==> config.mk <==
export PLATFORM = sky130hd
export DESIGN_NAME = deconv_top
export DESIGN_NICKNAME = d
export VERILOG_FILES = /design/src/logic/deconv_pkg.sv /design/src/logic/credit_fifo.sv /design/src/logic/weight_loader.sv /design/src/logic/column_mac.sv /design/src/logic/overlap_add.sv /design/src/logic/deconv_ctrl.sv /design/src/logic/deconv_top.sv
export VERILOG_INCLUDE_DIRS = /design/src /design/src/logic
export SDC_FILE = /design/constraint.sdc
export NUM_CORES = 2
export LEC_CHECK = 0
export BUFFER_PORTS_ARGS = -buffer_cell sky130_fd_sc_hd__buf_2
export CAP_MARGIN = 15
export CORE_ASPECT_RATIO = 1.5
export CORE_MARGIN = 2
export CORE_UTILIZATION = 50
export CTS_BUF_LIST = sky130_fd_sc_hd__clkbuf_8 sky130_fd_sc_hd__clkbuf_16
export DETAILED_ROUTE_END_ITERATION = 8
export PLACE_DENSITY = 0.66
export SLEW_MARGIN = 0
export SYNTH_ARGS = -nofsm -noshare
export SYNTH_HDL_FRONTEND = slang
export SYNTH_SLANG_ARGS = --single-unit
==> constraint.sdc <==
create_clock -name i_clk -period 10.2 [get_ports i_clk]
set_input_delay 2.04 -clock i_clk [delete_from_list [all_inputs] [get_ports i_clk]]
set_output_delay 2.04 -clock i_clk [all_outputs]
set_load 0.02 [all_outputs]
==> src/logic/deconv_defs.svh <==
`ifndef DECONV_DEFS_SVH
`define DECONV_DEFS_SVH

// Data widths
`define PIX_WIDTH    16
`define ACC_WIDTH    32

// Kernel and row geometry
`define KERNEL_SIZE  3
`define STRIDE       1
`define ROW_LEN      4
`define OUT_LEN      6

// Buffering and credits
`define FEAT_DEPTH   4
`define OUT_DEPTH    8
`define OUT_CREDITS  4

`endif

==> src/logic/deconv_pkg.sv <==
package deconv_pkg;

`include "deconv_defs.svh"

    // Feature and weight pixel
    typedef logic signed [`PIX_WIDTH-1:0] pix_t;

    // Partial or final sum
    typedef logic signed [`ACC_WIDTH-1:0] acc_t;

    // One kernel, tap 0 first
    typedef pix_t kernel_t [`KERNEL_SIZE];

    // Products of one pixel with every tap
    typedef acc_t prod_t [`KERNEL_SIZE];

endpackage

==> src/logic/credit_fifo.sv <==
`timescale 1ns/1ps

module credit_fifo
    import deconv_pkg::*;
#(
    parameter type T     = pix_t,
    parameter int  DEPTH = 4
)(
    input  logic                   i_clk,
    input  logic                   i_rst_n,
    input  logic                   i_push,
    input  T                       i_data,
    input  logic                   i_pop,
    output T                       o_data,
    output logic                   o_empty,
    output logic [$clog2(DEPTH):0] o_count,
    output logic                   o_credit
);

    localparam int AW = (DEPTH > 1) ? $clog2(DEPTH) : 1;

    T              mem [DEPTH];
    logic [AW-1:0] wr_ptr;
    logic [AW-1:0] rd_ptr;

    function automatic logic [AW-1:0] ptr_next(input logic [AW-1:0] ptr);
        if (ptr == AW'(DEPTH - 1))
        begin
            return '0;
        end
        return ptr + 1'b1;
    endfunction

    always_ff @(posedge i_clk)
    begin
        if (i_push)
        begin
            mem[wr_ptr] <= i_data;
        end
    end

    always_ff @(posedge i_clk or negedge i_rst_n)
    begin
        if (!i_rst_n)
        begin
            wr_ptr   <= '0;
            rd_ptr   <= '0;
            o_count  <= '0;
            o_credit <= 1'b0;
        end
        else
        begin
            if (i_push)
            begin
                wr_ptr <= ptr_next(wr_ptr);
            end
            if (i_pop)
            begin
                rd_ptr <= ptr_next(rd_ptr);
            end
            case ({i_push, i_pop})
                2'b10:   o_count <= o_count + 1'b1;
                2'b01:   o_count <= o_count - 1'b1;
                default: o_count <= o_count;
            endcase
            // One slot freed per pop
            o_credit <= i_pop;
        end
    end

    // Head word, valid whenever not empty
    assign o_data  = mem[rd_ptr];
    assign o_empty = (o_count == '0);

    // Sender must hold a credit, reader must see data
    a_no_overflow: assert property (@(posedge i_clk) disable iff (!i_rst_n)
        i_push |-> (o_count != DEPTH));
    a_no_underflow: assert property (@(posedge i_clk) disable iff (!i_rst_n)
        i_pop |-> !o_empty);

endmodule

==> src/logic/weight_loader.sv <==
`timescale 1ns/1ps

`include "deconv_defs.svh"

module weight_loader
    import deconv_pkg::*;
(
    input  logic    i_clk,
    input  logic    i_rst_n,
    input  logic    i_w_valid,
    input  pix_t    i_w_data,
    input  logic    i_w_reload,
    output logic    o_w_credit,
    output kernel_t o_weights,
    output logic    o_loaded
);

    localparam int TW = $clog2(`KERNEL_SIZE + 1);

    logic [TW-1:0] tap_idx;
    logic [TW-1:0] ret_cnt;

    // Taps stay put across rows until overwritten
    always_ff @(posedge i_clk)
    begin
        if (i_w_valid)
        begin
            o_weights[tap_idx] <= i_w_data;
        end
    end

    always_ff @(posedge i_clk or negedge i_rst_n)
    begin
        if (!i_rst_n)
        begin
            tap_idx  <= '0;
            ret_cnt  <= '0;
            o_loaded <= 1'b0;
        end
        else if (i_w_reload)
        begin
            tap_idx  <= '0;
            ret_cnt  <= TW'(`KERNEL_SIZE);
            o_loaded <= 1'b0;
        end
        else
        begin
            if (ret_cnt != '0)
            begin
                ret_cnt <= ret_cnt - 1'b1;
            end
            if (i_w_valid)
            begin
                if (tap_idx == TW'(`KERNEL_SIZE - 1))
                begin
                    tap_idx  <= '0;
                    o_loaded <= 1'b1;
                end
                else
                begin
                    tap_idx <= tap_idx + 1'b1;
                end
            end
        end
    end

    // One credit per cycle after reload
    assign o_w_credit = (ret_cnt != '0);

    a_no_weight_when_loaded: assert property (@(posedge i_clk) disable iff (!i_rst_n)
        i_w_valid |-> !o_loaded);

endmodule

==> src/logic/column_mac.sv <==
`timescale 1ns/1ps

`include "deconv_defs.svh"

module column_mac
    import deconv_pkg::*;
(
    input  logic    i_clk,
    input  logic    i_rst_n,
    input  logic    i_valid,
    input  pix_t    i_pix,
    input  kernel_t i_weights,
    output logic    o_valid,
    output prod_t   o_prod
);

    // Scatter one pixel over all taps
    always_ff @(posedge i_clk)
    begin
        if (i_valid)
        begin
            for (int k = 0; k < `KERNEL_SIZE; k++)
            begin
                o_prod[k] <= acc_t'(i_pix) * acc_t'(i_weights[k]);
            end
        end
    end

    always_ff @(posedge i_clk or negedge i_rst_n)
    begin
        if (!i_rst_n)
        begin
            o_valid <= 1'b0;
        end
        else
        begin
            o_valid <= i_valid;
        end
    end

endmodule

==> src/logic/overlap_add.sv <==
`timescale 1ns/1ps

`include "deconv_defs.svh"

module overlap_add
    import deconv_pkg::*;
(
    input  logic  i_clk,
    input  logic  i_rst_n,
    input  logic  i_valid,
    input  prod_t i_prod,
    output logic  o_ready,
    output logic  o_push,
    output acc_t  o_sum
);

    localparam int EW = $clog2(`KERNEL_SIZE + 1);
    localparam int RW = $clog2(`ROW_LEN + 1);

    acc_t          win [`KERNEL_SIZE];
    prod_t         pend_prod;
    logic          pend_valid;
    logic          pend_last;
    logic [RW-1:0] in_cnt;
    logic [EW-1:0] emit_cnt;
    logic          accept;
    logic          last_in;

    assign o_ready = !pend_valid && (emit_cnt == '0);
    assign accept  = i_valid && o_ready;
    assign last_in = (in_cnt == RW'(`ROW_LEN - 1));

    // Window base is always the next output to leave
    assign o_push  = (emit_cnt != '0);
    assign o_sum   = win[0];

    always_ff @(posedge i_clk)
    begin
        if (accept)
        begin
            pend_prod <= i_prod;
        end
    end

    ////////////////////////////////////////////////////////////////////////////
    // Row position and pending set
    ////////////////////////////////////////////////////////////////////////////

    always_ff @(posedge i_clk or negedge i_rst_n)
    begin
        if (!i_rst_n)
        begin
            pend_valid <= 1'b0;
            pend_last  <= 1'b0;
            in_cnt     <= '0;
        end
        else
        begin
            pend_valid <= accept;
            if (accept)
            begin
                pend_last <= last_in;
                in_cnt    <= last_in ? '0 : in_cnt + 1'b1;
            end
        end
    end

    ////////////////////////////////////////////////////////////////////////////
    // Accumulate window and shift out finished sums
    ////////////////////////////////////////////////////////////////////////////

    always_ff @(posedge i_clk or negedge i_rst_n)
    begin
        if (!i_rst_n)
        begin
            emit_cnt <= '0;
            for (int k = 0; k < `KERNEL_SIZE; k++)
            begin
                win[k] <= '0;
            end
        end
        else if (pend_valid)
        begin
            for (int k = 0; k < `KERNEL_SIZE; k++)
            begin
                win[k] <= win[k] + pend_prod[k];
            end
            // Last input of a row flushes the whole window
            emit_cnt <= pend_last ? EW'(`KERNEL_SIZE) : EW'(`STRIDE);
        end
        else if (emit_cnt != '0)
        begin
            for (int k = 0; k < `KERNEL_SIZE - 1; k++)
            begin
                win[k] <= win[k + 1];
            end
            win[`KERNEL_SIZE - 1] <= '0;
            emit_cnt <= emit_cnt - 1'b1;
        end
    end

    a_valid_only_when_ready: assert property (@(posedge i_clk) disable iff (!i_rst_n)
        i_valid |-> o_ready);

endmodule

==> src/logic/deconv_ctrl.sv <==
`timescale 1ns/1ps

`include "deconv_defs.svh"

module deconv_ctrl
    import deconv_pkg::*;
(
    input  logic                        i_clk,
    input  logic                        i_rst_n,
    input  logic                        i_loaded,
    input  logic                        i_feat_empty,
    input  logic                        i_mac_ready,
    input  logic [$clog2(`OUT_DEPTH):0] i_out_count,
    input  logic                        i_out_empty,
    input  acc_t                        i_out_data,
    input  logic                        i_out_credit,
    output logic                        o_feat_pop,
    output logic                        o_out_pop,
    output logic                        o_out_valid,
    output acc_t                        o_out_data
);

    localparam int OCW = $clog2(`OUT_DEPTH) + 1;
    // Extra bit so an over-credit is visible
    localparam int CW  = $clog2(`OUT_CREDITS + 1) + 1;

    logic          in_flight;
    logic          room;
    logic [CW-1:0] credit_cnt;

    ////////////////////////////////////////////////////////////////////////////
    // Feature admission
    ////////////////////////////////////////////////////////////////////////////

    // Room for a full row tail in the output buffer
    assign room       = (i_out_count <= OCW'(`OUT_DEPTH - `KERNEL_SIZE));
    assign o_feat_pop = i_loaded && !i_feat_empty && i_mac_ready && !in_flight && room;

    always_ff @(posedge i_clk or negedge i_rst_n)
    begin
        if (!i_rst_n)
        begin
            in_flight <= 1'b0;
        end
        else
        begin
            // MAC hands over exactly one cycle after the pop
            in_flight <= o_feat_pop;
        end
    end

    ////////////////////////////////////////////////////////////////////////////
    // Output drain against receiver credits
    ////////////////////////////////////////////////////////////////////////////

    assign o_out_pop = !i_out_empty && (credit_cnt != '0);

    always_ff @(posedge i_clk or negedge i_rst_n)
    begin
        if (!i_rst_n)
        begin
            credit_cnt  <= CW'(`OUT_CREDITS);
            o_out_valid <= 1'b0;
        end
        else
        begin
            case ({i_out_credit, o_out_pop})
                2'b10:   credit_cnt <= credit_cnt + 1'b1;
                2'b01:   credit_cnt <= credit_cnt - 1'b1;
                default: credit_cnt <= credit_cnt;
            endcase
            o_out_valid <= o_out_pop;
        end
    end

    always_ff @(posedge i_clk)
    begin
        if (o_out_pop)
        begin
            o_out_data <= i_out_data;
        end
    end

    a_credit_bound: assert property (@(posedge i_clk) disable iff (!i_rst_n)
        credit_cnt <= CW'(`OUT_CREDITS));

endmodule

==> src/logic/deconv_top.sv <==
`timescale 1ns/1ps

`include "deconv_defs.svh"

module deconv_top
    import deconv_pkg::*;
(
    input  logic i_clk,
    input  logic i_rst_n,
    input  logic i_feat_valid,
    input  pix_t i_feat_data,
    output logic o_feat_credit,
    input  logic i_w_valid,
    input  pix_t i_w_data,
    input  logic i_w_reload,
    output logic o_w_credit,
    output logic o_out_valid,
    output acc_t o_out_data,
    input  logic i_out_credit
);

    pix_t                        feat_data;
    logic                        feat_empty;
    logic                        feat_pop;
    kernel_t                     weights;
    logic                        loaded;
    logic                        mac_valid;
    prod_t                       prod;
    logic                        mac_ready;
    logic                        sum_push;
    acc_t                        sum;
    logic [$clog2(`OUT_DEPTH):0] out_count;
    logic                        out_empty;
    acc_t                        out_data;
    logic                        out_pop;

    ////////////////////////////////////////////////////////////////////////////
    // Input side
    ////////////////////////////////////////////////////////////////////////////

    credit_fifo #(.T(pix_t), .DEPTH(`FEAT_DEPTH)) feat_buf_i (
        .i_clk    (i_clk),
        .i_rst_n  (i_rst_n),
        .i_push   (i_feat_valid),
        .i_data   (i_feat_data),
        .i_pop    (feat_pop),
        .o_data   (feat_data),
        .o_empty  (feat_empty),
        .o_count  (),
        .o_credit (o_feat_credit)
    );

    weight_loader weight_loader_i (
        .i_clk      (i_clk),
        .i_rst_n    (i_rst_n),
        .i_w_valid  (i_w_valid),
        .i_w_data   (i_w_data),
        .i_w_reload (i_w_reload),
        .o_w_credit (o_w_credit),
        .o_weights  (weights),
        .o_loaded   (loaded)
    );

    ////////////////////////////////////////////////////////////////////////////
    // Datapath
    ////////////////////////////////////////////////////////////////////////////

    column_mac column_mac_i (
        .i_clk     (i_clk),
        .i_rst_n   (i_rst_n),
        .i_valid   (feat_pop),
        .i_pix     (feat_data),
        .i_weights (weights),
        .o_valid   (mac_valid),
        .o_prod    (prod)
    );

    overlap_add overlap_add_i (
        .i_clk   (i_clk),
        .i_rst_n (i_rst_n),
        .i_valid (mac_valid),
        .i_prod  (prod),
        .o_ready (mac_ready),
        .o_push  (sum_push),
        .o_sum   (sum)
    );

    ////////////////////////////////////////////////////////////////////////////
    // Output side
    ////////////////////////////////////////////////////////////////////////////

    credit_fifo #(.T(acc_t), .DEPTH(`OUT_DEPTH)) out_buf_i (
        .i_clk    (i_clk),
        .i_rst_n  (i_rst_n),
        .i_push   (sum_push),
        .i_data   (sum),
        .i_pop    (out_pop),
        .o_data   (out_data),
        .o_empty  (out_empty),
        .o_count  (out_count),
        .o_credit ()
    );

    deconv_ctrl deconv_ctrl_i (
        .i_clk        (i_clk),
        .i_rst_n      (i_rst_n),
        .i_loaded     (loaded),
        .i_feat_empty (feat_empty),
        .i_mac_ready  (mac_ready),
        .i_out_count  (out_count),
        .i_out_empty  (out_empty),
        .i_out_data   (out_data),
        .i_out_credit (i_out_credit),
        .o_feat_pop   (feat_pop),
        .o_out_pop    (out_pop),
        .o_out_valid  (o_out_valid),
        .o_out_data   (o_out_data)
    );

endmodule

After elaboration in Yosys (flattened, before gate mapping) --
Memories as Yosys holds them, arrays and structs flattened. A register that Yosys moved wholly into a read port is not among the register bits. Cells that the tools add are included.
Word-level totals: memories kept 2, input bits 38, word-level logic and storage cells 132, memory bits (writable) 320, register bits after elaboration 371, output and inout bits 35
Operators by class: multiply operators 3, add/sub/neg operators 17, bitwise gates (word level) 1, order comparisons 3, reductions and logical operators 26, muxes and demuxes 40, eq/ne operators 12
Memories:
- out_buf_i.mem | words 8, width 32, rd ports 1, clocked after memory_dff 1, write ports 1, RTL line credit_fifo.sv:22 | T mem [DEPTH];
- feat_buf_i.mem | words 4, width 16, rd ports 1, clocked after memory_dff 0, write ports 1, RTL line credit_fifo.sv:22
Operators with widths (number):
- $mux 96 | 2
- $add 32x32->32 | 3
- $mul 16x16->32 | 3
- $bwmux 48 | 1
- $demux 16 s2 | 1
- $mux 2 | 12
- $reduce_bool 2->1 | 9
- $mux 16 | 1
- $pmux 4 s2 | 2
- $mux 1 | 15
- $mux 3 | 5
- $add 3x1->3 const B | 4
- $eq 2x2->1 const B | 6
- $add 4x1->4 const B | 2
- $logic_and 1x1->1 | 8
- $sub 4x1->4 const B | 2
- $add 2x1->2 const B | 3
- $eq 2x1->1 const B | 3
- $eq 3x3->1 const B | 2
- $pmux 3 s2 | 1
- $le 4x3->1 const B | 1
- $logic_not 1->1 | 4
- $logic_not 4->1 | 1
- $reduce_bool 4->1 | 1
- 9 further kinds | 10

Longest topological paths before layout --
word-level depth 8, depth in mapped cells 28, gate-level depth less buffers 25

Hierarchy --
From an unflattened synthesis, not the netlist that was laid out.
Unflattened totals: cell total of the unflattened synthesis 5271, area, all modules 60830.8 µm²
By module, submodules not included:
- column_mac | cells an instance 3389, instances 1, area an instance 32493.7 µm²
- overlap_add | cells an instance 1203, instances 1, area an instance 12324.3 µm²
- credit_fifo (out_buf_i) | cells an instance 426, instances 1, area an instance 10227.3 µm²
- credit_fifo (feat_buf_i) | cells an instance 122, instances 1, area an instance 2787.7 µm²
- weight_loader | cells an instance 71, instances 1, area an instance 1695.4 µm²
- deconv_ctrl | cells an instance 60, instances 1, area an instance 1302.5 µm²

Worst setup path before layout --
No wires, ideal clock.
path kind register -> register, start point register feat_buf_i.rd_ptr[0], end point register column_mac_i.o_prod[95] (netlist name) (data pin), path slack 2.927 ns, arrival time 7.013 ns, period minus slack after synthesis 7.273 ns, cell stages (with the launch flop) 26, required time 9.940 ns, setup time 0.260 ns, cells stage by stage dfrtp_1 > buf_2 > buf_2 > mux4_2 > clkbuf_1 > clkbuf_1 > nand2_1 > fa_1 > fa_1 > fa_1 > inv_1 > fa_1 > fa_1 > inv_1 > fa_1 > inv_1 > ha_1 > a211oi_2 > or3b_1 > and3_4 > a21oi_4 > o21ai_2 > a2111o_1 > a21oi_2 > a31oi_1 > xnor2_1
Between the ends: longest elaborated chain between the ends 2
RTL lines:
- start, declared | RTL line credit_fifo.sv:24 | logic [AW-1:0] rd_ptr;
- start signal, assigned | RTL line credit_fifo.sv:59 | rd_ptr <= ptr_next(rd_ptr);
- $mem_v2 4x16
- $mul 16x16->32 | RTL line column_mac.sv:24 | o_prod[k] <= acc_t'(i_pix) * acc_t'(i_weights[k]);
- end signal, assigned by index | RTL line column_mac.sv:24
- end, declared | RTL line column_mac.sv:14 | output prod_t o_prod
No other way between the ends. A chain may end at the register's enable or synchronous reset.

Worst setup path after layout --
start point register feat_buf_i.rd_ptr[0], end point register column_mac_i.o_prod[22] (netlist name) (data pin)
The elaborated chain is that of the path after synthesis.

==> flow_metrics.env <==
export IMPL_cp_slowest_cell="mux4_2"
export IMPL_row_count=155
export IMPL_synthMuxAreaShare_pct=4.656
export IMPL_path_clk_slew_ps=60
export IMPL_end_kind="register"
export IMPL_finalMaxSlewViolations=0
export IMPL_clk_latency_ps=680
export IMPL_yosys_area_top_type="edfxtp_1"
export IMPL_drtIter0Drc=2465
export IMPL_layout_commonest_cell="inv_1"
export IMPL_ios=73
export IMPL_critPathKind="register to register"
export IMPL_status="completed"
export IMPL_fin_tns_setup_ps=0
export IMPL_cpMostUsedCell="fa_1"
export IMPL_cts_sinks=723
export IMPL_cp_buffers_inverters=5
export IMPL_numCtsBuffers=73
export IMPL_clockBufferDepth=3
export IMPL_dpl_hpwl_mm=105.3
export IMPL_cpPeakStageDelay_ps=890
export IMPL_tritoncts="yes"
export IMPL_cts_repair_resized=0
export IMPL_hp_class="register to register"
export IMPL_yosys_warnings=0
export IMPL_clock_skew_ps=41.15
export IMPL_min_period_ps=7943
export IMPL_relSlewSlack_pct=27.60
export IMPL_worstMarginPinSlew_ps=1080
export IMPL_cp_required_ps=10600
export IMPL_antenna_found_initial=2
export IMPL_synth_cell_types=80
export IMPL_syn_area_per_cell_sq_um=11.54
export IMPL_synth_top_family_by_area="adder cells"
export IMPL_cts_hold_buf=0
export IMPL_hold_viol=0
export IMPL_synth_net_count=6397
export IMPL_postCtsSetupBuffers=0
export IMPL_synth_compound_area_share_pct=6.629
export IMPL_post_synth_main_area_contributors="edfxtp_1 30%, fa_1 26%, ha_1 7.5%"
export IMPL_port_buffers=72
export IMPL_grt_usage_pct=23.53
export IMPL_synthCells=5209
export IMPL_synthArstFlopShare_pct=18.12
export IMPL_maxCapViolCount=0
export IMPL_drive_above_1_share_pct=7.650
export IMPL_grt_pass1_vias=41090
export IMPL_avgRoutedWirePerCell_microns=20.23
export IMPL_grt_max_degree=80
export IMPL_synth_simple_area_share_pct=10.18
export IMPL_synth_xor_area_share_pct=2.608
export IMPL_dieHeight_microns=428.7
export IMPL_max_freq_mhz=125.9
export IMPL_rsz0062_at_grt="false"
export IMPL_synth_adder_area_share_pct=33.82
export IMPL_antenna_cells=0
export IMPL_ant_nets=0
export IMPL_num_nets_final=6396
export IMPL_arrival_ps=8340
export IMPL_gp_congestion=0.8650
export IMPL_grt_pass1_wl_mm=224.0
export IMPL_ys_flop_type="edfxtp_1"
export IMPL_drt_pass1_iter_count=6
export IMPL_cts_root_buf="clkbuf_16"
export IMPL_ys_ff_latch=723
export IMPL_dieArea_sq_mm=0.1231
export IMPL_ys_seq_area_share_pct=35.02
export IMPL_core_area_sq_mm=0.1191
export IMPL_start_util_pct=50.49
export IMPL_layout_common_cells="948 x inv_1, 792 x fa_1, 592 x edfxtp_1, 500 x nand2_1, 384 x and2_1"
export IMPL_fin_crit_sh_pct=77.87
export IMPL_drc=0
export IMPL_syn2layout_area_growth_pct=7.453
export IMPL_synth_edf_count=592
export IMPL_num_vias=37630
export IMPL_synth_top_area_share_pct=29.57
export IMPL_htree_levels=3
export IMPL_overflow=0
export IMPL_crit_fanout=32
export IMPL_startpoint_type="register"
export IMPL_wl_mm=138.3
export IMPL_syn_area_sq_mm=0.06012
export IMPL_chipWidth_microns=287.1
export IMPL_via_per_inst=5.504
export IMPL_path_cells="buf_4, mux4_2, and2_1, fa_1, inv_1, fa_1, fa_1, inv_1, fa_1, fa_1, inv_1, fa_1, inv_1, ha_1, nand4_1, nor2_1, nand2_1, nand3b_1, a31oi_1, o22ai_1, o21bai_1, a21oi_1, xnor2_1"
export IMPL_critPathTopFamily="adder cells"
export IMPL_setup_viol_count_final=0
-- cell usage after synthesis, drive strengths merged, types with 24 or more instances --
cell	instances
a21o	75
inv	936
fa	792
nor2	135
xnor2	126
mux2	45
edfxtp	592
clkbuf	179
and3	25
xor2	53
nor2b	24
o21a	29
nand2b	34
o21ai	143
ha	358
nor3	38
a21oi	157
and2	384
a211oi	38
dfrtp	130
o21bai	25
nand3	39
nand2	500
mux4	80
mux2i	49
-- worst reg2reg max path: cells and delay by family (launching register included) --
kind                       cells  cell delay, ps
AOI/OAI and AO/OA              4            1080
xor gates and xnor gates       1             140
adders and majority gates      7            3430
buffers and inverters          5             530
DFF                            1             700
muxes                          1             900
and+or+nand+nor                5             890
-- per-layer routing --
metal	wire [microns]	track usage [%]	up-vias
met1	51880	27.68	19450
met5	13	0	-
li1	-	-	16950
met2	72970	42.13	922
met3	4983	2.473	308
met4	8462	12.39	2
-- registers in the layout, indices dropped and copies added (netlist names), 3 cells and up --
signal and count:
deconv_ctrl_i.o_out_data 32, overlap_add_i.win 64, out_buf_i.o_count 4, out_buf_i.wr_ptr 3, weight_loader_i.o_weights 48, column_mac_i.o_prod 96, feat_buf_i.mem 64, overlap_add_i.in_cnt 3
feat_buf_i.o_count 3, out_buf_i.rd_ptr 3, overlap_add_i.pend_prod 96, deconv_ctrl_i.credit_cnt 4, out_buf_i.mem 256, overlap_add_i.o_sum 32
-- path summary, 6_finish.rpt --
check,slack [ps],to,depth (start not counted),from
worst max-delay path,2260,column_mac_i.o_prod[22],23,feat_buf_i.rd_ptr[0]
worst min-delay path,410,overlap_add_i.pend_prod[28],0,column_mac_i.o_prod[28]
worst max register to register,2260,column_mac_i.o_prod[22],23,feat_buf_i.rd_ptr[0]
worst min register to register,410,overlap_add_i.pend_prod[28],0,column_mac_i.o_prod[28]
max in group asynchronous,7660,overlap_add_i.pend_valid,2,i_rst_n
min in group asynchronous,1290,feat_buf_i.o_count[0],1,i_rst_n
-- kinds of logic after synthesis --
kind of cell    count (synthesis)
compound gates                608
xor+xnor                      179
fa+ha+maj                    1150
buf+inv                      1133
flops                         723
mux                           174
simple gates                 1242
-- cell type report --
cell class	count	area, sq um
clock buffers	77	1882
clock inverters	58	545.5
fillers	10150	54480
inverters	936	3518
multi-input cells	3353	34890
flip-flops and latches	723	21070
well taps	1570	1964
repair buffers	121	734.5
-- per-stage QoR --
step                setup slack, ps  std cells  util, %  instance area, sq um  hold slack (ps)
floorplan                      2927       5209        -                 60120            400.3
global placement               2375       6703    52.21                 62170            400.7
detailed placement             2272       6703    52.21                 62170            404.5
CTS                            2243       6838    54.25                 64600            409.9
global route                   1725       6838    54.25                 64600            424.3
finish                         2257       6838    54.25                 64600            405.7
Power is left out: the tool's default activity adds up to more than one toggle a clock period on the data nets, which glitch-free logic cannot reach.
